## src/mem_pkg.sv

```systemverilog
// Shared widths, funct3 codes and the memory word type for the memory stage.
// Import inside a module body, or use scoped names in a module header.
package mem_pkg;

  localparam int XLEN      = 64;
  localparam int INST_W    = 32;
  localparam int RIDX_W    = 5;
  localparam int FUNCT3_W  = 3;
  localparam int ADDR_LO_W = 3;
  localparam int BE_W      = XLEN / 8;
  localparam int RAM_IDX_W = 10;
  localparam int RAM_DEPTH = 1 << RAM_IDX_W;

  typedef logic [XLEN-1:0]     xlen_t;
  typedef logic [INST_W-1:0]   inst_t;
  typedef logic [RIDX_W-1:0]   ridx_t;
  typedef logic [FUNCT3_W-1:0] funct3_t;

  // RV64I load encodings
  localparam funct3_t F3_LB  = 3'b000;
  localparam funct3_t F3_LH  = 3'b001;
  localparam funct3_t F3_LW  = 3'b010;
  localparam funct3_t F3_LD  = 3'b011;
  localparam funct3_t F3_LBU = 3'b100;
  localparam funct3_t F3_LHU = 3'b101;
  localparam funct3_t F3_LWU = 3'b110;

  // Access size lives in funct3[1:0] for both loads and stores
  localparam logic [1:0] SZ_BYTE   = 2'b00;
  localparam logic [1:0] SZ_HALF   = 2'b01;
  localparam logic [1:0] SZ_WORD   = 2'b10;
  localparam logic [1:0] SZ_DOUBLE = 2'b11;

  // One doubleword seen as byte, halfword, word or doubleword lanes
  typedef union packed {
    logic [7:0][7:0]  b;
    logic [3:0][15:0] h;
    logic [1:0][31:0] w;
    logic [63:0]      d;
  } mem_word_u;

  function automatic logic mem_is_aligned(funct3_t f3, logic [ADDR_LO_W-1:0] lo);
    case (f3[1:0])
      SZ_HALF:   return lo[0] == 1'b0;
      SZ_WORD:   return lo[1:0] == 2'b00;
      SZ_DOUBLE: return lo == 3'b000;
      default:   return 1'b1;
    endcase
  endfunction

endpackage

```

## src/mem_stage_ctrl.sv

```systemverilog
// Handshake control and pipeline register of the memory stage.
// Holds at most one item and offers it downstream until it is acked.
`timescale 1ns/1ps

module mem_stage_ctrl (
  input  logic                           clk,
  input  logic                           rst,
  input  logic                           i_executed_req,
  input  logic                           i_memoryed_ack,
  input  mem_pkg::xlen_t                 i_pc,
  input  mem_pkg::inst_t                 i_inst,
  input  logic [mem_pkg::ADDR_LO_W-1:0]  i_addr_lo,
  input  logic                           i_ren,
  input  mem_pkg::funct3_t               i_funct3,
  input  mem_pkg::ridx_t                 i_rd,
  input  logic                           i_rd_wen,
  input  mem_pkg::xlen_t                 i_rd_wdata,
  input  logic                           i_nocmt,
  input  logic                           i_skipcmt,
  output logic                           o_executed_ack,
  output logic                           o_memoryed_req,
  output logic                           o_accept,
  output mem_pkg::xlen_t                 o_pc,
  output mem_pkg::inst_t                 o_inst,
  output mem_pkg::ridx_t                 o_rd,
  output logic                           o_rd_wen,
  output mem_pkg::xlen_t                 o_rd_wdata,
  output logic                           o_nocmt,
  output logic                           o_skipcmt,
  output logic                           o_ld_valid,
  output logic [mem_pkg::ADDR_LO_W-1:0]  o_ld_addr_lo,
  output mem_pkg::funct3_t               o_ld_funct3
);
  import mem_pkg::*;

  logic                 valid_q;
  xlen_t                pc_q;
  inst_t                inst_q;
  logic [ADDR_LO_W-1:0] addr_lo_q;
  logic                 ren_q;
  funct3_t              funct3_q;
  ridx_t                rd_q;
  logic                 rd_wen_q;
  xlen_t                rd_wdata_q;
  logic                 nocmt_q;
  logic                 skipcmt_q;

  // Free slot, or the held item leaves in this same cycle
  assign o_executed_ack = !valid_q || i_memoryed_ack;
  assign o_accept       = i_executed_req && o_executed_ack;
  assign o_memoryed_req = valid_q;

  always_ff @(posedge clk) begin
    if (rst) begin
      valid_q <= 1'b0;
    end else if (o_accept) begin
      valid_q <= 1'b1;
    end else if (i_memoryed_ack) begin
      valid_q <= 1'b0;
    end
  end

  always_ff @(posedge clk) begin
    if (o_accept) begin
      pc_q       <= i_pc;
      inst_q     <= i_inst;
      addr_lo_q  <= i_addr_lo;
      ren_q      <= i_ren;
      funct3_q   <= i_funct3;
      rd_q       <= i_rd;
      rd_wen_q   <= i_rd_wen;
      rd_wdata_q <= i_rd_wdata;
      nocmt_q    <= i_nocmt;
      skipcmt_q  <= i_skipcmt;
    end
  end

  assign o_pc         = valid_q ? pc_q : '0;
  assign o_inst       = valid_q ? inst_q : '0;
  assign o_rd         = valid_q ? rd_q : '0;
  assign o_rd_wen     = valid_q && rd_wen_q;
  assign o_rd_wdata   = valid_q ? rd_wdata_q : '0;
  assign o_nocmt      = valid_q && nocmt_q;
  assign o_skipcmt    = valid_q && skipcmt_q;
  assign o_ld_valid   = valid_q && ren_q;
  assign o_ld_addr_lo = addr_lo_q;
  assign o_ld_funct3  = funct3_q;

  // ##########################################################
  // A held result stays put until the downstream takes it
  req_held: assert property (@(posedge clk) disable iff (rst)
    o_memoryed_req && !i_memoryed_ack |=> o_memoryed_req);

  fields_held: assert property (@(posedge clk) disable iff (rst)
    o_memoryed_req && !i_memoryed_ack |=>
      $stable({pc_q, inst_q, addr_lo_q, ren_q, funct3_q, rd_q,
               rd_wen_q, rd_wdata_q, nocmt_q, skipcmt_q}));

endmodule

```

## config.mk

```make
export PLATFORM = sky130hd
export DESIGN_NAME = mem_stage_ctrl
export DESIGN_NICKNAME = d
export VERILOG_FILES = /design/src/mem_pkg.sv /design/src/mem_stage_ctrl.sv
export SDC_FILE = /design/constraint.sdc
export NUM_CORES = 1
export LEC_CHECK = 0
export BUFFER_PORTS_ARGS = -buffer_cell sky130_fd_sc_hd__buf_2
export CORE_AREA = 2 2 140 142
export CTS_CLUSTER_DIAMETER = 100
export DETAILED_ROUTE_END_ITERATION = 7
export DIE_AREA = 0 0 142 144
export PLACE_DENSITY = 0.72
export SLEW_MARGIN = 0
export SYNTH_ARGS = -nofsm -noshare
export SYNTH_HDL_FRONTEND = slang
export SYNTH_SLANG_ARGS = --single-unit
```

## constraint.sdc

```tcl
create_clock -name clk -period 10.2 [get_ports clk]
set_clock_uncertainty 0.05 [all_clocks]
set_input_delay 2.55 -clock clk [delete_from_list [all_inputs] [get_ports clk]]
set_output_delay 2.55 -clock clk [all_outputs]
set_load 0.01 [all_outputs]
```

==> flow_summary.toml, run 1 <==
[cts]
cts_buffers = 17
htree_levels = 4
clockBufferDepth = 2
cts_tree = "built"
path_clk_slew_ns = 0.06
cts_root_buffer = "clkbuf_16"
cts_num_sinks = 176
post_cts_buffers = 0
cts.repair.resized = 0
cts_hold_buf = 0
clk_latency_ns = 0.41

[logic_synthesis]
yosys_warnings = 0
synthXorXnorAreaFrac_pct = 0
synth-seq-cells = 176
yosys.area_share.simple_pct = 16.54
synth-compound-area-share_pct = 0.07738
ys_types = 9
synth_fa_ha_area_share_pct = 0
synth_fp_nets = 546
muxShareOfSynthArea_pct = 0
yosysTopAreaCell = "edfxtp_1"
synth_edf_count = 175
synth.avg_cell_area_um2 = 17.62
syn_inst = 367
synth_seq_area_share_pct = 81.56
syn_area_um2 = 6467
synth_most_common_cell = "edfxtp_1"
synth-async-reset-ratio_pct = 0
synth_top_cells_by_count = "edfxtp_1 (175), and2_1 (170), buf_4 (12)"
synth_area_leaders = "edfxtp_1 (81%), and2_1 (16%), buf_4 (1.4%)"
synth_ff_type = "edfxtp_1"
synth_top_area_share_pct = 81.25
synth_top_family_by_area = "simple AND/OR/NAND/NOR gates"

[timing]
fin_crit_sh_pct = 60.90
period_minus_slack_ns = 6.212
timing.fmax_mhz = 161.0
final.setup.tns_ns = 0
max_slew_margin_pct = 41.11
worst_slew_pin_slew_ns = 0.8834
rsz0062_at_grt = "false"
slew_viol_final = 0
hold_viol = 0
setup_viol = 0

[final_layout]
fin_nets = 906
fill_cells = 1709
fin_util_pct = 47.45
multi_input_area_um2 = 1077
drive_above_1_share_pct = 52.70
area_growth_pct = 39.97
seqCellArea_um2 = 5279

[global_routing]
grt_max_degree = 114
grt_antenna_before_repair = 1
grt_first_pass_wirelength_mm = 21.00
grt_overflow = 0
grt_usage_pct = 13.92
grt_pass1_vias = 4032

[setup_path]
critical_path_class = "in2out"
critPathTopFamily = "simple AND/OR/NAND/NOR gates"
cp_num_buf_inv = 2
slowest_delay_ns = 0.59
cp_common_cell = "buf_2"
worstPathRequired_ns = 7.60
critPathMaxFanout = 51
crit_slowest_cell = "and2_4"
arrival_ns = 3.61
r2r_cells = 4
path_cells = "buf_2 -> nand2b_1 -> and2_4 -> buf_2"
end_kind = "output pin"
crit_cells = 4
start_kind = "primary input"

[drt]
drt_iter0_markers = 167
remaining_drc_errors = 0
final_antenna_net_count = 0
post_drt_via_cell_ratio = 4.229
vias = 4144
wirelength_mm = 14.86
drtPass1Iterations = 4
wl_per_cell_um = 15.16

[floorplan]
fp-row-count = 51
start_util_pct = 33.90
io_pins = 357
fp.dieW_um = 142
die_h_um = 144
core_area_um2 = 19080
die_area_um2 = 20450

[flow_run]
max_cap_viol_count = 0

[worst_hold_path]
whs_path_depth = 3
hp-class = "reg2reg"

[run_status]
status = "completed"

[place]
routabilityCongestion = 0.7514
io_buffers = 356

[power_and_ir_drop]
ir_worst_vdd_mv = 0.1037
p_per_area_nw_per_um2 = 180.5
total_power_w = 0.001634
power.leakage_nw = 4.083
metal layers:
layer  vias up  part of all wire (%)  track usage, %
li1       1999                     -               -
met3        16                    10           6.126
met2       232                    50           23.49
met4         0                   1.7           6.263
met5         -                     0               0
met1      1897                    38           15.22
final cells by class:
cell class / count / area share, %
clock buffer: 19 / 4.782
tap: 238 / 3.290
inverter: 1 / 0.04147
timing repair buffer: 359 / 19.93
clock inverter: 13 / 1.686
antenna: 2 / 0.05529
sequential: 176 / 58.31
multi-input combinational: 172 / 11.90
per-stage QoR:
step                std cells  worst slack (ns)  instance area (µm²)  hold WS, ns
detailed placement        946             3.970                 8462        1.341
global route              979             3.881                 9050        1.462
floorplan                 367            0.7674                 6467       0.6203
CTS                       978             3.961                 9047        1.353
finish                    980             3.988                 9052        1.271
global placement          946             3.971                 8462        1.311
cell usage in the layout, fill, tap and decap left out, drive strengths merged:
master	n
clkbuf	19
edfxtp	175
clkinvlp	3
dfxtp	1
a21oi	1
inv	5
clkinv	4
diode	2
and2	170
buf	359
bufinv	2
nand2b	1
sequential cells by signal (all words and copies together) (netlist names), 3 cells and up:
signal / count
o_ld_funct3: 3
inst_q: 32
rd_wdata_q: 64
o_ld_addr_lo: 3
rd_q: 5
pc_q: 64
final timing paths:
path,startpoint,slack (ns),endpoint
setup / recovery,i_memoryed_ack,3.99,o_accept
hold / removal,o_memoryed_req,1.27,o_memoryed_req
setup reg to reg,o_memoryed_req,7.14,inst_q[30]
hold reg to reg,o_memoryed_req,1.27,o_memoryed_req
power breakdown:
group / total [W] / internal [W] / switching, W
registers: 0.000858 / 0.000846 / 0.0000115
logic: 0.000134 / 0.0000621 / 0.0000717
clock network: 0.000642 / 0.000366 / 0.000276
total: 0.00163 / 0.00127 / 0.000359
logic make-up after synthesis:
logic type,Yosys count
compound gates,1
flops,176
buf+inv,19
simple gates,171
tightest hold or removal path, stage by stage (launching register included):
cell      delay (ns)
dfxtp_4         0.48
buf_4           0.40
nand2b_1        0.24
a21oi_1         0.10
(Power assumes the default switching activity.)
==> run 2, diff against run 1 <==
Settings changed: CORE_AREA 2 2 140 142 to 2 2 138 140, DIE_AREA 0 0 142 144 to 0 0 140 142, PLACE_DENSITY 0.72 to 0.76.
Clock period 10.2 ns to 5.6 ns, I/O delays scaled along.
==> flow_summary.toml, run 2 (synthesis gave the netlist of run 1 again) <==
[floorplan]
core_area_um2 = 18460
fp-row-count = 50
fp.dieW_um = 140
io_pins = 357
die_area_um2 = 19880
die_h_um = 142
start_util_pct = 35.04

[worst_hold_path]
min_to = "o_memoryed_req"
hold_start = "o_memoryed_req"
whs_path_depth = 2
hp-class = "reg2reg"

[timing]
hold_viol = 0
worst_slew_pin_slew_ns = 1.158
period_minus_slack_ns = 3.590
final.setup.tns_ns = 0
fin_crit_sh_pct = 64.10
timing.fmax_mhz = 278.6
max_slew_margin_pct = 22.83
setup_viol = 0
rsz0062_at_grt = "false"
setup_ws_ns = 2.010
slew_viol_final = 0

[place]
io_buffers = 356
placed_area_um2 = 8457
routabilityCongestion = 0.7490
placedCellCount = 942
dp_slack_ns = 2.091
dpl.hpwl_mm = 10.71

[final_layout]
design_area_um2 = 9009
fill_cells = 1590
most-common-layout-cells = "buf_2 (356), edfxtp_1 (175), and2_1 (169), clkbuf_16 (17), inv_6 (5)"
area_growth_pct = 39.29
fin_nets = 906
fin_cells = 974
antenna_cells = 0
reg_top3 = "pc_q (64), rd_wdata_q (64), inst_q (32)"
layout_commonest_cell = "buf_2"
drive_above_1_share_pct = 52.84

[cts]
htree_levels = 4
post_cts_buffers = 0
cts_buffers = 17
cts_tree = "built"
cts_root_buffer = "clkbuf_16"
cts_num_sinks = 176
cts_hold_buf = 0
clockBufferDepth = 2
clk_latency_ns = 0.42
cts.repair.resized = 0
path_clk_slew_ns = 0.07

[drt]
post_drt_via_cell_ratio = 4.265
drtPass1Iterations = 8
wl_per_cell_um = 15.28
remaining_drc_errors = 25
vias = 4154
drt_iter0_markers = 210
wirelength_mm = 14.89
final_antenna_net_count = 0

[setup_path]
r2r_cells = 3
arrival_ns = 2.14
critical_path_class = "reg2out"
worstPathRequired_ns = 4.15
critPathMaxFanout = 86
r2r_start = "o_memoryed_req"
start_kind = "flip-flop"
end_kind = "output pin"
timing.rr.end = "rd_wdata_q[35]"
reg2reg_slack_ns = 3.24

[run_status]
status = "complete, but fails checks"
violations = "DRC"

[global_routing]
grt_antenna_before_repair = 3
grt_max_degree = 92
grt_first_pass_wirelength_mm = 21.80
grt_usage_pct = 14.56
grt_pass1_vias = 4159
grt_overflow = 0

[power_and_ir_drop]
ir_worst_vdd_mv = 0.1885
p_per_area_nw_per_um2 = 324.5
power.leakage_nw = 4.078
total_power_w = 0.002924

[flow_run]
max_cap_viol_count = 0
[run 2: area by class of cell]
type	instances	area [µm²]	share of cell area, %
Sequential cell	176	5279	58.60
Timing Repair Buffer	359	1804	20.03
Multi-Input combinational cell	172	1077	11.96
Clock buffer	19	432.9	4.806
Tap cell	234	292.8	3.250
Clock inverter	13	118.9	1.319
Inverter	1	3.754	0.04167
[run 2: worst max-delay path by stage]
stage	from	end	slack, ns	cells past startpoint
floorplan	i_memoryed_ack	o_accept	0.37	2
global placement	i_memoryed_ack	o_accept	2.12	4
detailed placement	i_memoryed_ack	o_accept	2.09	4
CTS	o_memoryed_req	o_rd_wdata[35]	1.86	3
global route	o_memoryed_req	o_rd_wdata[36]	1.73	3
finish	o_memoryed_req	o_rd_wdata[35]	2.01	3
[run 2: layer usage]
layer	part of all wire, %	up-vias	GRT usage (%)
li1	-	2004	-
met1	37	1877	15.71
met2	49	245	24.66
met3	11	24	7.301
met4	2.3	4	5.635
met5	0.16	-	0
[run 2: critical path, stage by stage (launching register included)]
cell	delay, ns
dfxtp_4	0.72
buf_4	0.58
and2_1	0.22
buf_2	0.14
[run 2: power breakdown]
part | leakage, nW | total [W] | switching, W | internal [W]
Sequential | 1.70 | 0.00156 | 0.0000230 | 0.00154
Combinational | 2.11 | 0.000240 | 0.000127 | 0.000113
Clock | 0.271 | 0.00112 | 0.000531 | 0.000588
Total | 4.08 | 0.00292 | 0.000681 | 0.00224
[run 2: through the flow]
stage               hold WS [ns]  utilization [%]
floorplan                 0.6201                -
global placement          0.8084            45.82
detailed placement        0.8300            45.82
CTS                       0.8505            48.81
global route              0.8911            48.81
finish                    0.7955            48.81
