==> config.mk <==
export PLATFORM = sky130hd
export DESIGN_NAME = mem_load_extract
export DESIGN_NICKNAME = d
export VERILOG_FILES = /design/src/mem_pkg.sv /design/src/mem_load_extract.sv
export SDC_FILE = /design/constraint.sdc
export NUM_CORES = 1
export LEC_CHECK = 0
export BUFFER_PORTS_ARGS = -buffer_cell sky130_fd_sc_hd__buf_2
export CORE_UTILIZATION = 30
export DETAILED_ROUTE_END_ITERATION = 8
export PLACE_DENSITY_LB_ADDON = 0.3
export SYNTH_ARGS = -nofsm -noshare
export SYNTH_HDL_FRONTEND = slang
export SYNTH_SLANG_ARGS = --single-unit
==> constraint.sdc <==
create_clock -name vclk -period 1.8
set_clock_uncertainty 0.15 [all_clocks]
set_input_delay 0.09 -clock vclk [all_inputs]
set_output_delay 0.09 -clock vclk [all_outputs]
set_load 0.02 [all_outputs]
==> src/mem_pkg.sv <==
// Shared widths, funct3 codes and the memory word type for the memory stage.
// Import inside a module body, or use scoped names in a module header.
package mem_pkg;

  localparam int XLEN      = 64;
  localparam int INST_W    = 32;
  localparam int RIDX_W    = 5;
  localparam int FUNCT3_W  = 3;
  localparam int ADDR_LO_W = 3;
  localparam int BE_W      = XLEN / 8;
  localparam int RAM_IDX_W = 10;
  localparam int RAM_DEPTH = 1 << RAM_IDX_W;

  typedef logic [XLEN-1:0]     xlen_t;
  typedef logic [INST_W-1:0]   inst_t;
  typedef logic [RIDX_W-1:0]   ridx_t;
  typedef logic [FUNCT3_W-1:0] funct3_t;

  // RV64I load encodings
  localparam funct3_t F3_LB  = 3'b000;
  localparam funct3_t F3_LH  = 3'b001;
  localparam funct3_t F3_LW  = 3'b010;
  localparam funct3_t F3_LD  = 3'b011;
  localparam funct3_t F3_LBU = 3'b100;
  localparam funct3_t F3_LHU = 3'b101;
  localparam funct3_t F3_LWU = 3'b110;

  // Access size lives in funct3[1:0] for both loads and stores
  localparam logic [1:0] SZ_BYTE   = 2'b00;
  localparam logic [1:0] SZ_HALF   = 2'b01;
  localparam logic [1:0] SZ_WORD   = 2'b10;
  localparam logic [1:0] SZ_DOUBLE = 2'b11;

  // One doubleword seen as byte, halfword, word or doubleword lanes
  typedef union packed {
    logic [7:0][7:0]  b;
    logic [3:0][15:0] h;
    logic [1:0][31:0] w;
    logic [63:0]      d;
  } mem_word_u;

  function automatic logic mem_is_aligned(funct3_t f3, logic [ADDR_LO_W-1:0] lo);
    case (f3[1:0])
      SZ_HALF:   return lo[0] == 1'b0;
      SZ_WORD:   return lo[1:0] == 2'b00;
      SZ_DOUBLE: return lo == 3'b000;
      default:   return 1'b1;
    endcase
  endfunction

endpackage

==> src/mem_load_extract.sv <==
// Load extraction: selects the addressed lane of the read word and extends it.
`timescale 1ns/1ps

module mem_load_extract (
  input  logic                           i_ld_valid,
  input  logic [mem_pkg::ADDR_LO_W-1:0]  i_addr_lo,
  input  mem_pkg::funct3_t               i_funct3,
  input  mem_pkg::mem_word_u             i_rword,
  output mem_pkg::xlen_t                 o_rdata
);
  import mem_pkg::*;

  logic [7:0]  byte_lane;
  logic [15:0] half_lane;
  logic [31:0] word_lane;
  xlen_t       ext_data;

  assign byte_lane = i_rword.b[i_addr_lo];
  assign half_lane = i_rword.h[i_addr_lo[2:1]];
  assign word_lane = i_rword.w[i_addr_lo[2]];

  always_comb begin
    case (i_funct3)
      F3_LB:   ext_data = {{56{byte_lane[7]}}, byte_lane};
      F3_LBU:  ext_data = {56'd0, byte_lane};
      F3_LH:   ext_data = {{48{half_lane[15]}}, half_lane};
      F3_LHU:  ext_data = {48'd0, half_lane};
      F3_LW:   ext_data = {{32{word_lane[31]}}, word_lane};
      F3_LWU:  ext_data = {32'd0, word_lane};
      F3_LD:   ext_data = i_rword.d;
      default: ext_data = '0;
    endcase
  end

  // Non-loads and empty slots read as zero
  assign o_rdata = i_ld_valid ? ext_data : '0;

  always_comb begin
    if (i_ld_valid) begin
      load_aligned: assert final (mem_is_aligned(i_funct3, i_addr_lo));
    end
  end

endmodule

==> results of run 1 <==
==> routing by layer <==
metal  track usage, %  part of all wire (%)
met5                0                     0
met4             3.24                  0.98
met3             2.56                   8.3
met2             39.6                    48
met1             31.0                    43
==> cell usage after synthesis, types with 3 or more instances <==
| cell | count | area, sq um |
|---|---|---|
| a21oi_1 | 32 | 160 |
| a21oi_2 | 30 | 263 |
| a222oi_1 | 10 | 100 |
| a22oi_1 | 12 | 90.1 |
| buf_12 | 3 | 60.1 |
| buf_2 | 8 | 40.0 |
| clkbuf_1 | 18 | 67.6 |
| mux2_2 | 17 | 191 |
| mux2i_1 | 19 | 190 |
| mux4_2 | 17 | 383 |
| nand2_1 | 47 | 176 |
| nor2_1 | 9 | 33.8 |
| o21ai_0 | 9 | 45.0 |
| o22ai_1 | 3 | 18.8 |
==> per-stage QoR <==
step                hold slack, ps  TNS (ps)
floorplan                      175     -1160
global placement               395     -6360
detailed placement             403     -8430
CTS                            398     -4990
global route                   417    -11600
finish                         401     -7760
==> cell type report <==
class	instances	area [sq um]	area share (%)
multi-input cells	227	1940	57.7
repair buffers	181	1320	39.1
well taps	77	96.3	2.86
inverters	2	11.3	0.335
==> critical path: stages <==
cell and delay, ps:
buf_4 120, mux4_2 460, mux2i_2 200, o41a_1 210, o31a_4 260, clkbuf_16 190, a21oi_2 50, buf_4 160
==> cells in the final DEF (no fill, tap or decap), drive strengths merged <==
cell type | Yosys | layout
a21oi | 62 | 62
nor2b | 1 | 1
clkinvlp | 0 | 1
o31a | 1 | 1
nand3b | 1 | 1
or4 | 1 | 1
inv | 1 | 1
o22ai | 3 | 3
o21bai | 1 | 1
a22oi | 12 | 12
o21ai | 9 | 9
clkbuf | 18 | 2
a22o | 1 | 1
buf | 15 | 179
o211ai | 1 | 1
a21o | 1 | 1
nand2b | 2 | 2
nor2 | 9 | 9
mux2 | 17 | 17
o41a | 1 | 1
nand2 | 47 | 47
a222oi | 10 | 10
nor4b | 1 | 1
and3b | 2 | 2
mux2i | 19 | 19
nor3b | 1 | 1
or3b | 1 | 1
a221oi | 2 | 2
mux4 | 17 | 17
and2 | 1 | 1
o311ai | 1 | 1
and3 | 1 | 1
nand3 | 1 | 1
==> what timing repair did <==
item                                    in CTS  in global routing
endpoints found under the setup margin      56                 62
resized for setup                           24                 60
gates cloned                                 2                  2
pin swaps                                    1                  6
buffers inserted                             2                  2
==> cell families after synthesis <==
| kind of cell | share of synthesized area [%] |
|---|---|
| mux | 37.5 |
| buf+inv | 10.1 |
| compound gates | 37.5 |
| simple gates | 14.9 |
==> report_power, final <==
group | internal [uW] | switching, uW
Combinational | 490 | 548
Clock | 0 | 0
Sequential | 0 | 0
Total | 490 | 548
==> final timing paths <==
check / slack (ps) / depth (start not counted) / endpoint / start
worst min-delay path: 400 / 4 / o_rdata[46] / i_rword[46]
worst max-delay path: -200 / 8 / o_rdata[47] / i_rword[23]
==> flow_metrics.py, run 1 <==
metrics = {
    "run_status": {
        "outcome": "finished with violations",
        "violations": "design-rule violations, negative setup slack",
    },
    "placement": {
        "post_dp_cell_area_sq_um": 2990,
        "hpwlAfterDp_microns": 6440,
        "pre_cts_ws_ps": -209,
        "dp.cells": 480,
        "portBuffers": 135,
        "place_congestion": 0.817,
    },
    "routing": {
        "drc_errors": 4,
        "vias_per_cell": 5.80,
        "ant_nets": 0,
        "postRouteWirelength_microns": 8840,
        "wire_per_inst_microns": 18.2,
        "drtIter0Drc": 209,
        "dr.pass1.iters": 7,
        "num_vias": 2824,
    },
    "floorplanning": {
        "fp.dieH_microns": 84.4,
        "die_area_sq_um": 7120,
        "rows": 29,
        "initial_core_util_pct": 31.5,
        "io_pins": 135,
        "fp.dieW_microns": 84.4,
        "core_sq_um": 6460,
    },
    "power_and_ir_drop": {
        "power_uw": 1040,
        "peakVddDrop_mv": 0.137,
        "leakage_uw": 0.00150,
        "pwr_density_cell_nw_per_um2": 309,
    },
    "synthesis": {
        "ys_warn_count": 0,
        "syn_area_sq_um": 2040,
        "syn_inst": 262,
        "seq_area_frac_synth_pct": 0,
        "ys_types": 38,
        "avgSynthCellArea_sq_um": 7.77,
        "synthesis.nets": 333,
    },
    "critical_path": {
        "crit_arrival_ps": 1760,
        "crit_fanout": 7,
        "worstSetupStartpointType": "input pin",
        "cp.required_ps": 1560,
        "end_kind": "output pin",
        "critical_path_class": "in -> out",
    },
    "finish": {
        "final_cell_area_sq_um": 3360,
        "fill_cells": 614,
        "area_growth_pct": 65.2,
        "n_antenna_cell": 0,
        "postLayoutCoreUtil_pct": 52.1,
        "nNetsFinal": 483,
        "seq_cell_count": 0,
        "fin_cells": 487,
        "nClkBuffers": 0,
        "drive_gt1_share_pct": 65.9,
        "regArea_sq_um": 0,
    },
    "grt": {
        "grt_start_max_net_pins": 26,
        "gr-total-overflow": 0,
        "grt_pass1_wl_microns": 13400,
        "track_usage_pct": 22.7,
        "grt_pass1_vias": 2671,
        "antenna_found_initial": 0,
    },
    "sta": {
        "hold_viol": 0,
        "period_minus_slack_ps": 2000,
        "rsz0062_at_grt": "true",
        "finalCritPeriodShare_pct": 111,
        "finalWorstSetupSlack_ps": -196,
        "worst_slew_pin_slew_ps": 421,
        "setup_viol": 48,
        "slew_viol_final": 0,
        "fmax_mhz": 501,
        "slew_headroom_pct": 72.0,
    },
    "job": {
        "max-cap-violations": 0,
    },
    "clocking": {
        "hold_buffers": 0,
    },
    "hold_path": {
        "worstHoldPathType": "in -> out",
    },
}
No activity file was read; power rests on OpenSTA's default activity.
==> run 2: changes to the inputs <==
--- a/config.mk
+++ b/config.mk
@@ -6,7 +6,7 @@
 export NUM_CORES = 1
 export LEC_CHECK = 0
 export BUFFER_PORTS_ARGS = -buffer_cell sky130_fd_sc_hd__buf_2
-export CORE_UTILIZATION = 30
+export CORE_UTILIZATION = 41
 export DETAILED_ROUTE_END_ITERATION = 8
 export PLACE_DENSITY_LB_ADDON = 0.3
 export SYNTH_ARGS = -nofsm -noshare
==> run 2 against run 1 <==
Effect of this change:
- flip-flop and latch count unchanged
- the run ends with negative setup slack left
- critical path type unchanged
- non-clock buffer count is 2 higher
- maximum frequency decreased by 2.3%
==> flow_metrics.py, run 2 (same netlist as run 1, synthesis figures left out) <==
metrics = {
    "grt": {
        "antenna_found_initial": 0,
        "track_usage_pct": 30.0,
        "gr-total-overflow": 0,
        "grt_start_max_net_pins": 42,
        "grt_pass1_vias": 2597,
        "grt_pass1_wl_microns": 12700,
    },
    "floorplanning": {
        "core_sq_um": 4750,
        "initial_core_util_pct": 42.8,
        "rows": 25,
        "io_pins": 135,
        "fp.dieW_microns": 72.5,
        "fp.dieH_microns": 72.5,
        "die_area_sq_um": 5250,
    },
    "job": {
        "max-cap-violations": 0,
    },
    "sta": {
        "setup_viol": 48,
        "rsz0062_at_grt": "true",
        "period_minus_slack_ps": 2040,
        "hold_slack_ps": 402,
        "slew_viol_final": 0,
        "fmax_mhz": 489,
        "worst_slew_pin_slew_ps": 383,
        "finalCritPeriodShare_pct": 114,
        "slew_headroom_pct": 74.5,
        "finalWorstSetupSlack_ps": -244,
        "hold_viol": 0,
    },
    "power_and_ir_drop": {
        "power_uw": 1050,
        "pwr_density_cell_nw_per_um2": 313,
        "leakage_uw": 0.00151,
        "peakVddDrop_mv": 0.169,
    },
    "critical_path": {
        "path_common_cell": "buf_6",
        "worstSetupStartpointType": "input pin",
        "slowest_stage": "o41a_1",
        "path_delay_family": "compound AO/OA/AOI/OAI gates",
        "cp.depth": 9,
        "crit_fanout": 5,
        "crit_arrival_ps": 1800,
        "critical_path_class": "in -> out",
        "end_kind": "output pin",
        "cp_slowest_stage_delay_ps": 450,
        "path_buf_inv": 4,
        "cp.required_ps": 1560,
        "worstPathCellList": "buf_8 > mux4_2 > mux2i_2 > o41a_1 > o31a_4 > buf_4 > buf_6 > a21oi_2 > buf_6",
    },
    "finish": {
        "final_cell_area_sq_um": 3350,
        "final_common_cell": "buf_2",
        "area_growth_pct": 64.5,
        "nClkBuffers": 0,
        "final_cell_mix": "buf_2 (95), buf_4 (63), nand2_1 (45)",
        "fin_cells": 479,
        "seq_cell_count": 0,
        "n_antenna_cell": 0,
        "nNetsFinal": 485,
        "drive_gt1_share_pct": 64.8,
        "regArea_sq_um": 0,
    },
    "routing": {
        "drc_errors": 0,
        "postRouteWirelength_microns": 8490,
        "num_vias": 2904,
        "dr.pass1.iters": 6,
        "vias_per_cell": 6.06,
        "wire_per_inst_microns": 17.7,
        "drtIter0Drc": 246,
        "ant_nets": 0,
    },
    "placement": {
        "hpwlAfterDp_microns": 6010,
        "place_congestion": 0.865,
        "dp.cells": 471,
        "portBuffers": 135,
        "post_dp_cell_area_sq_um": 3010,
    },
    "run_status": {
        "outcome": "finished with violations",
        "violations": "negative setup slack",
    },
    "hold_path": {
        "min_path_cells": 4,
        "worstHoldPathType": "in -> out",
    },
}
==> run 2: path summary, 6_finish.rpt <==
| check | start | to | slack (ps) |
|---|---|---|---|
| worst max-delay path | i_addr_lo[2] | o_rdata[56] | -240 |
| worst min-delay path | i_rword[40] | o_rdata[40] | 400 |
==> run 2: final cells by class <==
type                       instances  area [sq um]
timing repair buffer             183          1330
multi-input combinational        227          1920
tap                               67          83.8
fill                             393          1400
inverter                           2          11.3
==> run 2: repair_timing <==
action                                 in CTS  in global routing
hold buffers                                0                  0
resized for setup                          21                 52
endpoints found under the hold margin       0                  0
pin swaps                                   0                  3
cloned                                      3                  1
setup endpoints to repair                  59                 63
buffers inserted                            4                  4
==> run 2: stage by stage <==
step	worst slack [ps]	utilization (%)	setup TNS (ps)
after floorplan	-31.8	-	-1160
after global placement	-175	63.2	-5720
after detailed placement	-259	63.2	-10050
after CTS	-221	67.2	-6890
after global routing	-303	70.5	-11460
final	-244	70.5	-7920
==> run 2: per-layer routing <==
metal	wire length, microns	track usage (%)	vias to the layer above	part of all wire (%)
li1	-	-	1319	-
met1	3420	40.9	1402	40
met2	4310	53.1	167	51
met3	618	1.81	16	7.3
met4	130	4.79	0	1.5
met5	0	0	-	0
==> run 2: tightest hold or removal path: stages <==
cell	delay [ps]
buf_2	110
nand2_1	70
a21oi_2	60
buf_6	130
==> run 2: report_power, final <==
part	internal, uW	leakage, uW	switching, uW	total [uW]
combinational	499	0.00151	549	1050
clock	0	0	0	0
sequential	0	0	0	0
==> run 3: changes to the inputs <==
--- a/config.mk
+++ b/config.mk
@@ -6,7 +6,7 @@
 export NUM_CORES = 1
 export LEC_CHECK = 0
 export BUFFER_PORTS_ARGS = -buffer_cell sky130_fd_sc_hd__buf_2
-export CORE_UTILIZATION = 41
+export CORE_UTILIZATION = 45
 export DETAILED_ROUTE_END_ITERATION = 8
 export PLACE_DENSITY_LB_ADDON = 0.3
 export SYNTH_ARGS = -nofsm -noshare
==> constraint.sdc (replaced) <==
create_clock -name vclk -period 2.35
set_clock_uncertainty 0.15 [all_clocks]
set_input_delay 0.1175 -clock vclk [all_inputs]
set_output_delay 0.1175 -clock vclk [all_outputs]
set_load 0.005 [all_outputs]
==> run 3 against run 2 <==
Effect of this change:
- first-iteration DRC count up 49%
- via count down 8.3%
- worst setup slack better by 500 ps
- critical endpoint is now o_rdata[62]
- cell area down 17%
- largest power group unchanged
- core utilization down 6.7 points
- the flow now finishes without violations
- clock-buffer cell count unchanged
==> flow_metrics.py, run 3 (same netlist as run 1, synthesis figures left out) <==
metrics = {
    "run_status": {
        "outcome": "completed",
    },
    "job": {
        "max-cap-violations": 0,
    },
    "finish": {
        "seq_cell_count": 0,
        "fill_cells": 409,
        "area_growth_pct": 36.2,
        "nClkBuffers": 0,
        "regArea_sq_um": 0,
        "final_common_cell": "buf_2",
        "n_antenna_cell": 0,
        "drive_gt1_share_pct": 57.7,
        "fin_cells": 435,
        "final_cell_mix": "buf_2 (135), nand2_1 (46), a21oi_1 (32)",
        "nNetsFinal": 456,
    },
    "critical_path": {
        "critical_path_class": "in -> out",
        "end_kind": "output pin",
        "crit_fanout": 18,
        "worstSetupStartpointType": "input pin",
        "cp.required_ps": 2080,
        "crit_arrival_ps": 1820,
    },
    "power_and_ir_drop": {
        "leakage_uw": 0.00131,
        "swShare_pct": 50.7,
        "p_int_uw": 280,
        "clockPowerShare_pct": 0,
        "p_seq_share_pct": 0,
        "switchingPower_uw": 287,
        "peakVddDrop_mv": 0.0865,
        "comb_power_share_pct": 100.0,
        "pwr_density_cell_nw_per_um2": 204,
    },
    "floorplanning": {
        "fp.dieW_microns": 69.3,
        "io_pins": 135,
        "initial_core_util_pct": 46.8,
        "fp.dieH_microns": 69.3,
        "die_area_sq_um": 4800,
        "core_sq_um": 4350,
        "rows": 24,
    },
    "routing": {
        "num_vias": 2662,
        "drc_errors": 0,
        "postRouteWirelength_microns": 7190,
        "ant_nets": 0,
        "dr.pass1.iters": 5,
        "vias_per_cell": 6.12,
        "wire_per_inst_microns": 16.5,
        "drtIter0Drc": 366,
    },
    "sta": {
        "setup_viol": 0,
        "fin_tns_setup_ps": 0,
        "hold_viol": 0,
        "fmax_mhz": 479,
        "worst_slew_pin_slew_ps": 402,
        "slew_viol_final": 0,
        "rsz0062_at_grt": "false",
        "period_minus_slack_ps": 2090,
        "slew_headroom_pct": 73.2,
        "finalCritPeriodShare_pct": 88.9,
    },
    "placement": {
        "hpwlAfterDp_microns": 5510,
        "place_congestion": 0.847,
        "portBuffers": 135,
        "dp.cells": 435,
    },
    "grt": {
        "gr-total-overflow": 0,
        "antenna_found_initial": 0,
        "grt_pass1_vias": 2408,
        "grt_start_max_net_pins": 44,
        "track_usage_pct": 28.9,
        "grt_pass1_wl_microns": 11700,
    },
    "clocking": {
        "hold_buffers": 0,
        "ctsResizeCount": 0,
        "cts_setup_buffers": 0,
    },
    "hold_path": {
        "worstHoldPathType": "in -> out",
    },
}
[run 3: cell types whose count changed in the layout (fill, tap and decap cells not counted), sizes merged]
cell	delta
buf	-28
clkinv	+1
clkbuf	-1
clkinvlp	-1
[run 3: power groups by stage]
stage / clock network, uW / registers [uW] / logic, uW
final: 0 / 0 / 567
after global routing: 0 / 0 / 614
after CTS: 0 / 0 / 565
after detailed placement: 0 / 0 / 562
after global placement: 0 / 0 / 553
after floorplan: 0 / 0 / 346
[run 3: routing by layer]
layer,global-route usage [%],vias up,wire length (microns)
li1,-,1264,-
met1,39.5,1254,3040
met2,50.9,136,3590
met3,2.91,8,514
met4,2.95,0,49
met5,0,-,0
[run 3: layout make-up]
type / instances / area (sq um) / area share [%]
multi-input combinational: 227 / 1830 / 66.1
timing repair buffer: 154 / 868 / 31.3
tap: 52 / 65.1 / 2.34
inverter: 2 / 7.51 / 0.271
[run 3: path summary, 6_finish.rpt]
path | startpoint | slack, ps | to | cells past startpoint
worst min-delay path | i_rword[62] | 420 | o_rdata[62] | 4
worst max-delay path | i_addr_lo[2] | 260 | o_rdata[62] | 8
[run 3: critical path: stages]
cell	delay, ps
buf_2	180
mux4_2	520
mux2i_1	230
o41a_1	200
o31a_4	180
buf_12	170
a21oi_1	80
buf_2	130
[run 3: stage by stage]
step	power [uW]	hold slack (ps)	worst slack [ps]	instance area, sq um	util (%)
after detailed placement	562	421	274	2780	63.7
after global placement	553	421	318	2780	63.7
after CTS	565	423	264	2780	63.7
after floorplan	346	181	545	2040	-
after global routing	614	439	168	2780	63.7
final	567	421	261	2780	63.7
