File: src/mem_pkg.sv
// Shared widths, funct3 codes and the memory word type for the memory stage.
// Import inside a module body, or use scoped names in a module header.
package mem_pkg;

  localparam int XLEN      = 64;
  localparam int INST_W    = 32;
  localparam int RIDX_W    = 5;
  localparam int FUNCT3_W  = 3;
  localparam int ADDR_LO_W = 3;
  localparam int BE_W      = XLEN / 8;
  localparam int RAM_IDX_W = 10;
  localparam int RAM_DEPTH = 1 << RAM_IDX_W;

  typedef logic [XLEN-1:0]     xlen_t;
  typedef logic [INST_W-1:0]   inst_t;
  typedef logic [RIDX_W-1:0]   ridx_t;
  typedef logic [FUNCT3_W-1:0] funct3_t;

  // RV64I load encodings
  localparam funct3_t F3_LB  = 3'b000;
  localparam funct3_t F3_LH  = 3'b001;
  localparam funct3_t F3_LW  = 3'b010;
  localparam funct3_t F3_LD  = 3'b011;
  localparam funct3_t F3_LBU = 3'b100;
  localparam funct3_t F3_LHU = 3'b101;
  localparam funct3_t F3_LWU = 3'b110;

  // Access size lives in funct3[1:0] for both loads and stores
  localparam logic [1:0] SZ_BYTE   = 2'b00;
  localparam logic [1:0] SZ_HALF   = 2'b01;
  localparam logic [1:0] SZ_WORD   = 2'b10;
  localparam logic [1:0] SZ_DOUBLE = 2'b11;

  // One doubleword seen as byte, halfword, word or doubleword lanes
  typedef union packed {
    logic [7:0][7:0]  b;
    logic [3:0][15:0] h;
    logic [1:0][31:0] w;
    logic [63:0]      d;
  } mem_word_u;

  function automatic logic mem_is_aligned(funct3_t f3, logic [ADDR_LO_W-1:0] lo);
    case (f3[1:0])
      SZ_HALF:   return lo[0] == 1'b0;
      SZ_WORD:   return lo[1:0] == 2'b00;
      SZ_DOUBLE: return lo == 3'b000;
      default:   return 1'b1;
    endcase
  endfunction

endpackage

File: src/mem_store_align.sv
// Store alignment: moves store data into its byte lanes and builds byte enables.
`timescale 1ns/1ps

module mem_store_align (
  input  logic                           i_accept,
  input  logic                           i_wen,
  input  logic [mem_pkg::ADDR_LO_W-1:0]  i_addr_lo,
  input  mem_pkg::funct3_t               i_funct3,
  input  mem_pkg::xlen_t                 i_wdata,
  output logic [mem_pkg::BE_W-1:0]       o_be,
  output mem_pkg::mem_word_u             o_wword
);
  import mem_pkg::*;

  logic [BE_W-1:0] lane_be;

  // The data is copied into every lane of its size and the enables pick one
  always_comb begin
    o_wword = '0;
    lane_be = '0;
    case (i_funct3[1:0])
      SZ_BYTE: begin
        o_wword.b = {8{i_wdata[7:0]}};
        lane_be   = 8'b0000_0001 << i_addr_lo;
      end
      SZ_HALF: begin
        o_wword.h = {4{i_wdata[15:0]}};
        lane_be   = 8'b0000_0011 << {i_addr_lo[2:1], 1'b0};
      end
      SZ_WORD: begin
        o_wword.w = {2{i_wdata[31:0]}};
        lane_be   = 8'b0000_1111 << {i_addr_lo[2], 2'b00};
      end
      default: begin
        o_wword.d = i_wdata;
        lane_be   = 8'b1111_1111;
      end
    endcase
  end

  assign o_be = (i_accept && i_wen) ? lane_be : '0;

  // Misaligned stores are outside this design
  always_comb begin
    if (i_accept && i_wen) begin
      store_aligned: assert final (mem_is_aligned(i_funct3, i_addr_lo));
    end
  end

endmodule

File: config.mk
export PLATFORM = sky130hd
export DESIGN_NAME = mem_store_align
export DESIGN_NICKNAME = d
export VERILOG_FILES = /design/src/mem_pkg.sv /design/src/mem_store_align.sv
export SDC_FILE = /design/constraint.sdc
export NUM_CORES = 1
export LEC_CHECK = 0
export ABC_CLOCK_PERIOD_IN_PS = 1700
export BUFFER_PORTS_ARGS = -buffer_cell sky130_fd_sc_hd__buf_2
export CAP_MARGIN = 20
export CORE_MARGIN = 3
export CORE_UTILIZATION = 39
export DETAILED_ROUTE_END_ITERATION = 8
export GPL_TIMING_DRIVEN = 0
export PLACE_DENSITY_LB_ADDON = 0.2
export SLEW_MARGIN = 20
export SYNTH_ARGS = -nofsm -noshare
export SYNTH_HDL_FRONTEND = slang
export SYNTH_SLANG_ARGS = --single-unit
File: constraint.sdc
create_clock -name vclk -period 1.7
set_input_delay 0.17 -clock vclk [all_inputs]
set_output_delay 0.17 -clock vclk [all_outputs]
set_load 0.02 [all_outputs]
==> results.json, run 1 <==
{
  "p_seq_share_pct": 0,
  "clkPwrFrac_pct": 0,
  "initial_core_util_pct": 41.3,
  "maxSlewHeadroom_pct": 75.1,
  "min_path_cells": 3,
  "cp_top_family": "buffers and inverters",
  "antenna_cells": 0,
  "vdd_ir_drop_max_uv": 182,
  "final_cells": 318,
  "critPathBufInv": 3,
  "synth_cell_types": 21,
  "hold_start": "i_wdata[35]",
  "synth_top_area_share_pct": 32.5,
  "route.detailed.drc": 0,
  "synth_seq_area_share_pct": 0,
  "grtUsageMet2_pct": 43.1,
  "post-cts-setup-buffers": 0,
  "p_per_area_nw_per_um2": 356,
  "postCtsResizedCells": 0,
  "drive_gt1_share_pct": 79.6,
  "worstPathMaxFanout": 10,
  "drtIter0Drc": 42,
  "slowest_stage": "clkbuf_1",
  "setup.worst_path.start_class": "input pin",
  "dp_hpwl_um": 3850,
  "final-seq-area_um2": 0,
  "syn-cell-area_um2": 1280,
  "die_h_um": 63.3,
  "p_sw_uw": 390,
  "antenna_found_initial": 0,
  "gp_congestion": 0.767,
  "finalSetupTns_ns": 0,
  "setup_slack_ns": 0.381,
  "rsz0062_at_grt": "no",
  "syn-mean-instance-area_um2": 9.63,
  "ys_warn_count": 0,
  "use_met1_pct": 24.6,
  "hold_buffers": 0,
  "grt_max_degree": 11,
  "n_sequential_cell": 0,
  "required_ns": 1.53,
  "arrival_ns": 1.15,
  "leakage_uw": 0.00110,
  "rows": 20,
  "final_antenna_net_count": 0,
  "ioPinCount": 144,
  "drv_slew": 0,
  "io_buffer_count": 141,
  "finalSetupViolations": 0,
  "fin_util_pct": 65.8,
  "yosys.area.top_type": "mux2_2",
  "drt-vias-per-instance": 4.93,
  "coreArea_um2": 3100,
  "syn_nets": 205,
  "crit_path_cell_trace": "buf_4 > clkbuf_1 > o211ai_1 > o21ai_0 > buf_2",
  "slowest_delay_ns": 0.34,
  "dieArea_um2": 4010,
  "cap_violations": 0,
  "power_frac_comb_pct": 100.0,
  "critPathCaptureType": "output port",
  "die_w_um": 63.3,
  "finalCritPeriodShare_pct": 77.6,
  "nets": 348,
  "routedWlPerCell_um": 14.2,
  "vias": 1567,
  "routed_wl_um": 4500,
  "synth_common_cells": "37 x mux2_2, 13 x buf_4, 11 x mux2_4, 11 x o21ai_0",
  "grt_pass1_wl_um": 7190,
  "worst_hold_path.endpoint": "o_wword[35]",
  "fill_cells": 300,
  "intPower_uw": 336,
  "dp_cells": 318,
  "fin_crit_ns": 1.32,
  "syn_inst": 133,
  "sw_frac_of_total_pct": 53.7,
  "clkbuf_count": 0,
  "hold_class": "input pin to output port",
  "synthMostInstantiatedCell": "mux2_2",
  "met3_usage_pct": 3.03,
  "grt_pass1_vias": 1547,
  "run_status": "completed",
  "firstDrtPassIters": 4,
  "worst_pin_slew_ns": 0.374,
  "fmax_mhz": 758,
  "setup.worst_path.class": "input pin to output port",
  "synth_area_leaders": "mux2_2 33%, mux4_2 14%, mux2_4 13%",
  "syn_to_final_growth_pct": 59.4,
  "multi_input_area_um2": 1130,
  "grt_overflow": 0,
  "gr-max-usage-layer": "met2",
  "grt_usage_pct": 21.5,
  "dp_slack_ns": 0.369,
  "finalHoldViolCount": 0
}
==> stage by stage <==
stage,instance area (um^2),hold WS (ns),power (uW)
global placement,2040,0.682,724
detailed placement,2040,0.683,732
CTS,2040,0.685,734
finish,2040,0.682,727
global route,2040,0.697,781
floorplan,1280,0.453,471
==> worst max-delay path by stage <==
| stage | start | to | slack, ns | depth (start not counted) |
|---|---|---|---|---|
| floorplan | i_funct3[1] | o_wword[40] | 0.44 | 4 |
| global placement | i_funct3[0] | o_wword[47] | 0.36 | 5 |
| detailed placement | i_funct3[0] | o_wword[47] | 0.37 | 5 |
| CTS | i_funct3[0] | o_wword[47] | 0.36 | 5 |
| global route | i_funct3[0] | o_wword[47] | 0.26 | 5 |
| finish | i_funct3[0] | o_wword[47] | 0.38 | 5 |
==> area by class of cell <==
class,count,area share [%]
Timing Repair Buffer,141,34.6
Inverter,1,0.184
Multi-Input combinational cell,113,55.1
Buffer,19,7.41
Tap cell,44,2.70
==> placed cells by master (no fill, tap or decap) <==
| master | count |
|---|---|
| buf_2 | 142 |
| mux2_2 | 37 |
| buf_4 | 13 |
| mux2_4 | 11 |
| o21ai_0 | 11 |
| nand2b_1 | 9 |
| nor2_1 | 9 |
| mux4_2 | 8 |
| mux2i_1 | 8 |
| o211ai_1 | 8 |
| buf_6 | 4 |
| a21oi_1 | 4 |
| nor2b_1 | 2 |
| nand2_4 | 1 |
| clkbuf_1 | 1 |
| nor2_4 | 1 |
| and2_1 | 1 |
| a21o_1 | 1 |
| nand2_1 | 1 |
| or2_2 | 1 |
| inv_1 | 1 |
==> power groups by stage <==
stage / Sequential [uW] / Clock [uW] / Combinational, uW
6_report: 0 / 0 / 727
5_1_grt: 0 / 0 / 781
4_1_cts: 0 / 0 / 734
3_5_place_dp: 0 / 0 / 732
3_3_place_gp: 0 / 0 / 724
2_1_floorplan: 0 / 0 / 471
==> logic make-up (layout without fill, tap and decap cells) <==
group	after synthesis	after routing	share of synthesized area (%)
simple gates	25	25	11.0
buf+inv	20	161	12.1
mux	64	64	65.7
compound gates	24	24	11.1
==> per-layer routing <==
metal	routed length, um	vias up
met1	1690	709
met5	0	-
li1	-	778
met2	2400	74
met4	51	0
met3	367	6
(Power assumes the default switching activity.)
==> run 2: changes to the inputs <==
--- a/config.mk
+++ b/config.mk
@@ -5,11 +5,11 @@
 export SDC_FILE = /design/constraint.sdc
 export NUM_CORES = 1
 export LEC_CHECK = 0
-export ABC_CLOCK_PERIOD_IN_PS = 1700
+export ABC_CLOCK_PERIOD_IN_PS = 1250
 export BUFFER_PORTS_ARGS = -buffer_cell sky130_fd_sc_hd__buf_2
 export CAP_MARGIN = 20
 export CORE_MARGIN = 3
-export CORE_UTILIZATION = 39
+export CORE_UTILIZATION = 36
 export DETAILED_ROUTE_END_ITERATION = 8
 export GPL_TIMING_DRIVEN = 0
 export PLACE_DENSITY_LB_ADDON = 0.2
==> constraint.sdc (replaced) <==
create_clock -name vclk -period 1.25
set_input_delay 0.125 -clock vclk [all_inputs]
set_output_delay 0.125 -clock vclk [all_outputs]
set_load 0.02 [all_outputs]
==> run 2 against run 1 <==
  * Final area rose by 0.18%
  * Utilization is 5.5 points lower
  * Global-route usage decreased by 1.1 points
  * Hold slack got worse by 0.089 ns
  * Sequential cell count unchanged
  * Critical path type unchanged
  * Largest cell class unchanged
  * Non-clock buffer count did not move
  * Combinational power increased by 37%
  * Total power is 37% higher
  * Setup slack worse by 0.36 ns
  * Via count up 2.9%
  * Critical path depth is 1 lower
  * Largest power group unchanged
==> results.json, run 2 (same netlist as run 1, synthesis figures left out) <==
{
  "run_status": "completed",
  "post_dp_cell_area_um2": 2040,
  "final_cell_mix": "142 x buf_2, 37 x mux2_2, 13 x buf_4",
  "gp_congestion": 0.810,
  "fin_crit_ns": 1.23,
  "worstPathMaxFanout": 10,
  "finalSetupViolations": 0,
  "grt_pass1_vias": 1524,
  "post-cts-setup-buffers": 0,
  "drv_slew": 0,
  "n_sequential_cell": 0,
  "routedWlPerCell_um": 14.9,
  "final_antenna_net_count": 0,
  "die_w_um": 65.7,
  "firstDrtPassIters": 4,
  "fmax_mhz": 815,
  "drive_gt1_share_pct": 79.9,
  "critPathCaptureType": "output port",
  "clkbuf_count": 0,
  "hold_class": "input pin to output port",
  "grt_max_degree": 11,
  "dp_cells": 320,
  "clkPwrFrac_pct": 0,
  "vias": 1613,
  "finalCritPeriodShare_pct": 98.1,
  "finalHoldViolCount": 0,
  "fin_area_um2": 2050,
  "final-seq-area_um2": 0,
  "syn_to_final_growth_pct": 59.7,
  "antenna_found_initial": 0,
  "dp_hpwl_um": 3920,
  "finalPower_uw": 995,
  "fin_util_pct": 60.4,
  "final_common_cell": "buf_2",
  "initial_core_util_pct": 37.8,
  "maxSlewHeadroom_pct": 79.6,
  "setup.worst_path.start_class": "input pin",
  "coreArea_um2": 3390,
  "route.detailed.drc": 0,
  "setup.worst_path.class": "input pin to output port",
  "hold_buffers": 0,
  "vdd_ir_drop_max_uv": 245,
  "p_per_area_nw_per_um2": 486,
  "ioPinCount": 144,
  "required_ns": 1.12,
  "grt_pass1_wl_um": 7100,
  "sw_frac_of_total_pct": 54.0,
  "antenna_cells": 0,
  "intPower_uw": 458,
  "rows": 21,
  "routed_wl_um": 4750,
  "io_buffer_count": 141,
  "p_sw_uw": 537,
  "arrival_ns": 1.10,
  "drtIter0Drc": 39,
  "worst_pin_slew_ns": 0.306,
  "grt_overflow": 0,
  "die_h_um": 65.7,
  "leakage_uw": 0.00110,
  "min_path_cells": 3,
  "grt_usage_pct": 20.4,
  "dieArea_um2": 4310,
  "rsz0062_at_grt": "yes",
  "cap_violations": 0,
  "final_cells": 320,
  "p_seq_share_pct": 0,
  "nets": 348,
  "drt-vias-per-instance": 5.04,
  "power_frac_comb_pct": 100.0
}
run 2: changes by cell type in the layout (fill, tap and decap cells not counted):
cell and delta:
clkbuf_2 +1, o21ai_0 -1, clkbuf_1 -1, o21ai_1 +1
run 2: area by class of cell:
| cell class | instances | area (um^2) |
|---|---|---|
| multi-input cells | 113 | 1130 |
| inverters | 1 | 3.75 |
| well taps | 46 | 57.6 |
| repair buffers | 141 | 706 |
| plain buffers | 19 | 153 |
| fillers | 331 | 1340 |
run 2: per-stage QoR:
stage / setup TNS [ns] / hold slack, ns / setup slack, ns
6_report: 0 / 0.594 / 0.0237
5_1_grt: -0.00369 / 0.606 / -0.00297
3_5_place_dp: -0.0687 / 0.594 / -0.0365
3_3_place_gp: -0.0118 / 0.592 / -0.00986
4_1_cts: 0 / 0.595 / 0.0141
2_1_floorplan: 0 / 0.363 / 0.0751
run 2: power groups by stage:
stage / combinational, uW / clock [uW] / sequential (uW)
final: 995 / 0 / 0
after global routing: 1070 / 0 / 0
after CTS: 1000 / 0 / 0
after detailed placement: 998 / 0 / 0
after global placement: 989 / 0 / 0
after floorplan: 641 / 0 / 0
run 2: timing repair:
item,in CTS,in global routing
setup endpoints to repair,2,4
cloned,0,0
pin swaps,0,0
gates resized for setup,1,1
run 2: final timing paths:
kind,endpoint,from,slack (ns)
worst max-delay path,o_wword[10],i_funct3[0],0.02
worst min-delay path,o_wword[32],i_wdata[32],0.59
run 2: metal layers:
layer	vias up	wire length (um)	GRT usage (%)
li1	777	-	-
met1	752	1850	25.2
met2	80	2420	37.5
met3	4	436	4.10
met4	0	43	1.81
met5	-	0	0
run 2: critical path: stages:
cell	delay (ns)
buf_6	0.14
nor2_4	0.29
mux2_2	0.39
buf_2	0.16
==> run 3: changes to the inputs <==
--- a/config.mk
+++ b/config.mk
@@ -5,11 +5,11 @@
 export SDC_FILE = /design/constraint.sdc
 export NUM_CORES = 1
 export LEC_CHECK = 0
-export ABC_CLOCK_PERIOD_IN_PS = 1250
+export ABC_CLOCK_PERIOD_IN_PS = 1000
 export BUFFER_PORTS_ARGS = -buffer_cell sky130_fd_sc_hd__buf_2
 export CAP_MARGIN = 20
-export CORE_MARGIN = 3
-export CORE_UTILIZATION = 36
+export CORE_MARGIN = 2
+export CORE_UTILIZATION = 33
 export DETAILED_ROUTE_END_ITERATION = 8
 export GPL_TIMING_DRIVEN = 0
 export PLACE_DENSITY_LB_ADDON = 0.2
==> constraint.sdc (replaced) <==
create_clock -name vclk -period 1
set_input_delay 0.1 -clock vclk [all_inputs]
set_output_delay 0.1 -clock vclk [all_outputs]
set_load 0.02 [all_outputs]
==> run 3 against run 2 <==
  * The flow now finishes with violations (negative setup slack)
  * Cell count up 3.1%
  * Final area is 33% higher
  * Largest cell class is now non-clock buffers
  * Non-clock buffer count is 8 higher
  * Total power increased by 71%
  * Die area is 2.0% higher
  * Sequential share of layout area did not move
==> results.json, run 3 (same netlist as run 1, synthesis figures left out) <==
{
  "antenna_cells": 0,
  "rsz0062_at_grt": "yes",
  "antenna_found_initial": 0,
  "die_h_um": 66.3,
  "hold_start": "i_wdata[38]",
  "vias": 1703,
  "hold_buffers": 0,
  "maxSlewHeadroom_pct": 84.2,
  "route.detailed.drc": 0,
  "setup.worst_path.class": "input pin to output port",
  "path_common_cell": "buf_12",
  "grt_overflow": 0,
  "setup_slack_ns": -0.0676,
  "coreArea_um2": 3690,
  "final-seq-area_um2": 0,
  "slowest_stage": "mux2_4",
  "die_w_um": 66.3,
  "routed_wl_um": 5930,
  "worst_pin_slew_ns": 0.235,
  "drv_slew": 0,
  "arrival_ns": 0.97,
  "wl_met3_um": 500,
  "violations": "negative setup slack",
  "p_per_area_nw_per_um2": 623,
  "grt_usage_pct": 22.6,
  "slowest_delay_ns": 0.31,
  "vdd_ir_drop_max_uv": 325,
  "dp_slack_ns": -0.159,
  "fin_util_pct": 73.9,
  "final_cell_mix": "93 x buf_2, 42 x mux2_4, 39 x buf_6",
  "finalHoldViolCount": 0,
  "grt_pass1_vias": 1581,
  "worstPathMaxFanout": 7,
  "critPathCaptureType": "output port",
  "initial_core_util_pct": 34.7,
  "setup.worst_path.start_class": "input pin",
  "required_ns": 0.90,
  "fmax_mhz": 937,
  "min_path_cells": 3,
  "hold_class": "input pin to output port",
  "dp_hpwl_um": 3880,
  "finalSetupViolations": 37,
  "rows": 22,
  "ioPinCount": 144,
  "dr_wl_met2_um": 3170,
  "wl_met1_um": 2210,
  "cap_violations": 0,
  "dr.max_layer_used": "met4",
  "run_status": "finished with violations",
  "drt-vias-per-instance": 5.16,
  "routedWlPerCell_um": 18.0,
  "post_dp_cell_area_um2": 2050,
  "syn_to_final_growth_pct": 113,
  "final_antenna_net_count": 0,
  "drtIter0Drc": 65,
  "grt_max_degree": 11,
  "fin_crit_ns": 1.07,
  "fill_cells": 283,
  "fin_area_um2": 2730,
  "grt_pass1_wl_um": 7910,
  "finalPower_uw": 1700,
  "finalCritPeriodShare_pct": 107,
  "worst_hold_path.endpoint": "o_wword[38]",
  "crit_path_cell_trace": "clkbuf_16 > buf_12 > buf_12 > mux2_4 > buf_6",
  "io_buffer_count": 141,
  "nets": 356,
  "gp_congestion": 0.793,
  "clkbuf_count": 0,
  "n_sequential_cell": 0,
  "final_common_cell": "buf_2",
  "drive_gt1_share_pct": 82.3,
  "leakage_uw": 0.00144,
  "firstDrtPassIters": 4,
  "dieArea_um2": 4400
}
==> run 3: cell count changes in the layout (fill, tap and decap cells not counted), sizes merged <==
cell / change
clkbuf: +4
buf: +4
==> run 3: layer usage <==
metal / track usage, % / up-vias
met3: 4.43 / 6
met2: 40.8 / 93
met1: 28.1 / 803
met5: 0 / -
li1: - / 801
met4: 3.06 / 0
==> run 3: worst max-delay path, delay by kind of cell <==
family / cells / cell delay, ns
buffers and inverters: 4 / 0.55
multiplexers: 1 / 0.31
==> run 3: how the worst max path moves through the flow <==
stage                      from     endpoint  slack [ns]  cells after the start
floorplan           i_funct3[1]  o_wword[48]       -0.03                      3
global placement    i_funct3[0]  o_wword[11]       -0.13                      4
detailed placement  i_funct3[1]      o_be[5]       -0.16                      6
CTS                 i_funct3[1]  o_wword[52]       -0.08                      5
global route        i_funct3[1]  o_wword[47]       -0.09                      6
finish              i_funct3[1]  o_wword[27]       -0.07                      5
==> run 3: per-stage QoR <==
step / cells / hold WS (ns) / setup TNS, ns
global placement: 322 / 0.541 / -5.20
detailed placement: 322 / 0.545 / -5.50
floorplan: 133 / 0.313 / -0.301
global route: 330 / 0.520 / -1.95
finish: 330 / 0.511 / -1.13
CTS: 325 / 0.529 / -1.49
==> run 3: what timing repair did <==
item                                    in CTS  in global routing
setup buffers                                2                  1
pin swaps                                    2                 10
endpoints found under the setup margin      50                 47
gates resized for setup                     94                 59
gates cloned                                 1                  4
==> run 3: final cells by class <==
class                      instances  area, um^2  area share (%)
multi-input combinational        113        1280            47.1
timing repair buffer             149        1130            41.6
buffer                            19         244            8.95
tap                               48        60.1            2.20
inverter                           1        3.75           0.138
==> run 3: where the power goes <==
part	internal [uW]	switching, uW
Sequential	0	0
Clock	0	0
Combinational	917	781
Total	917	781
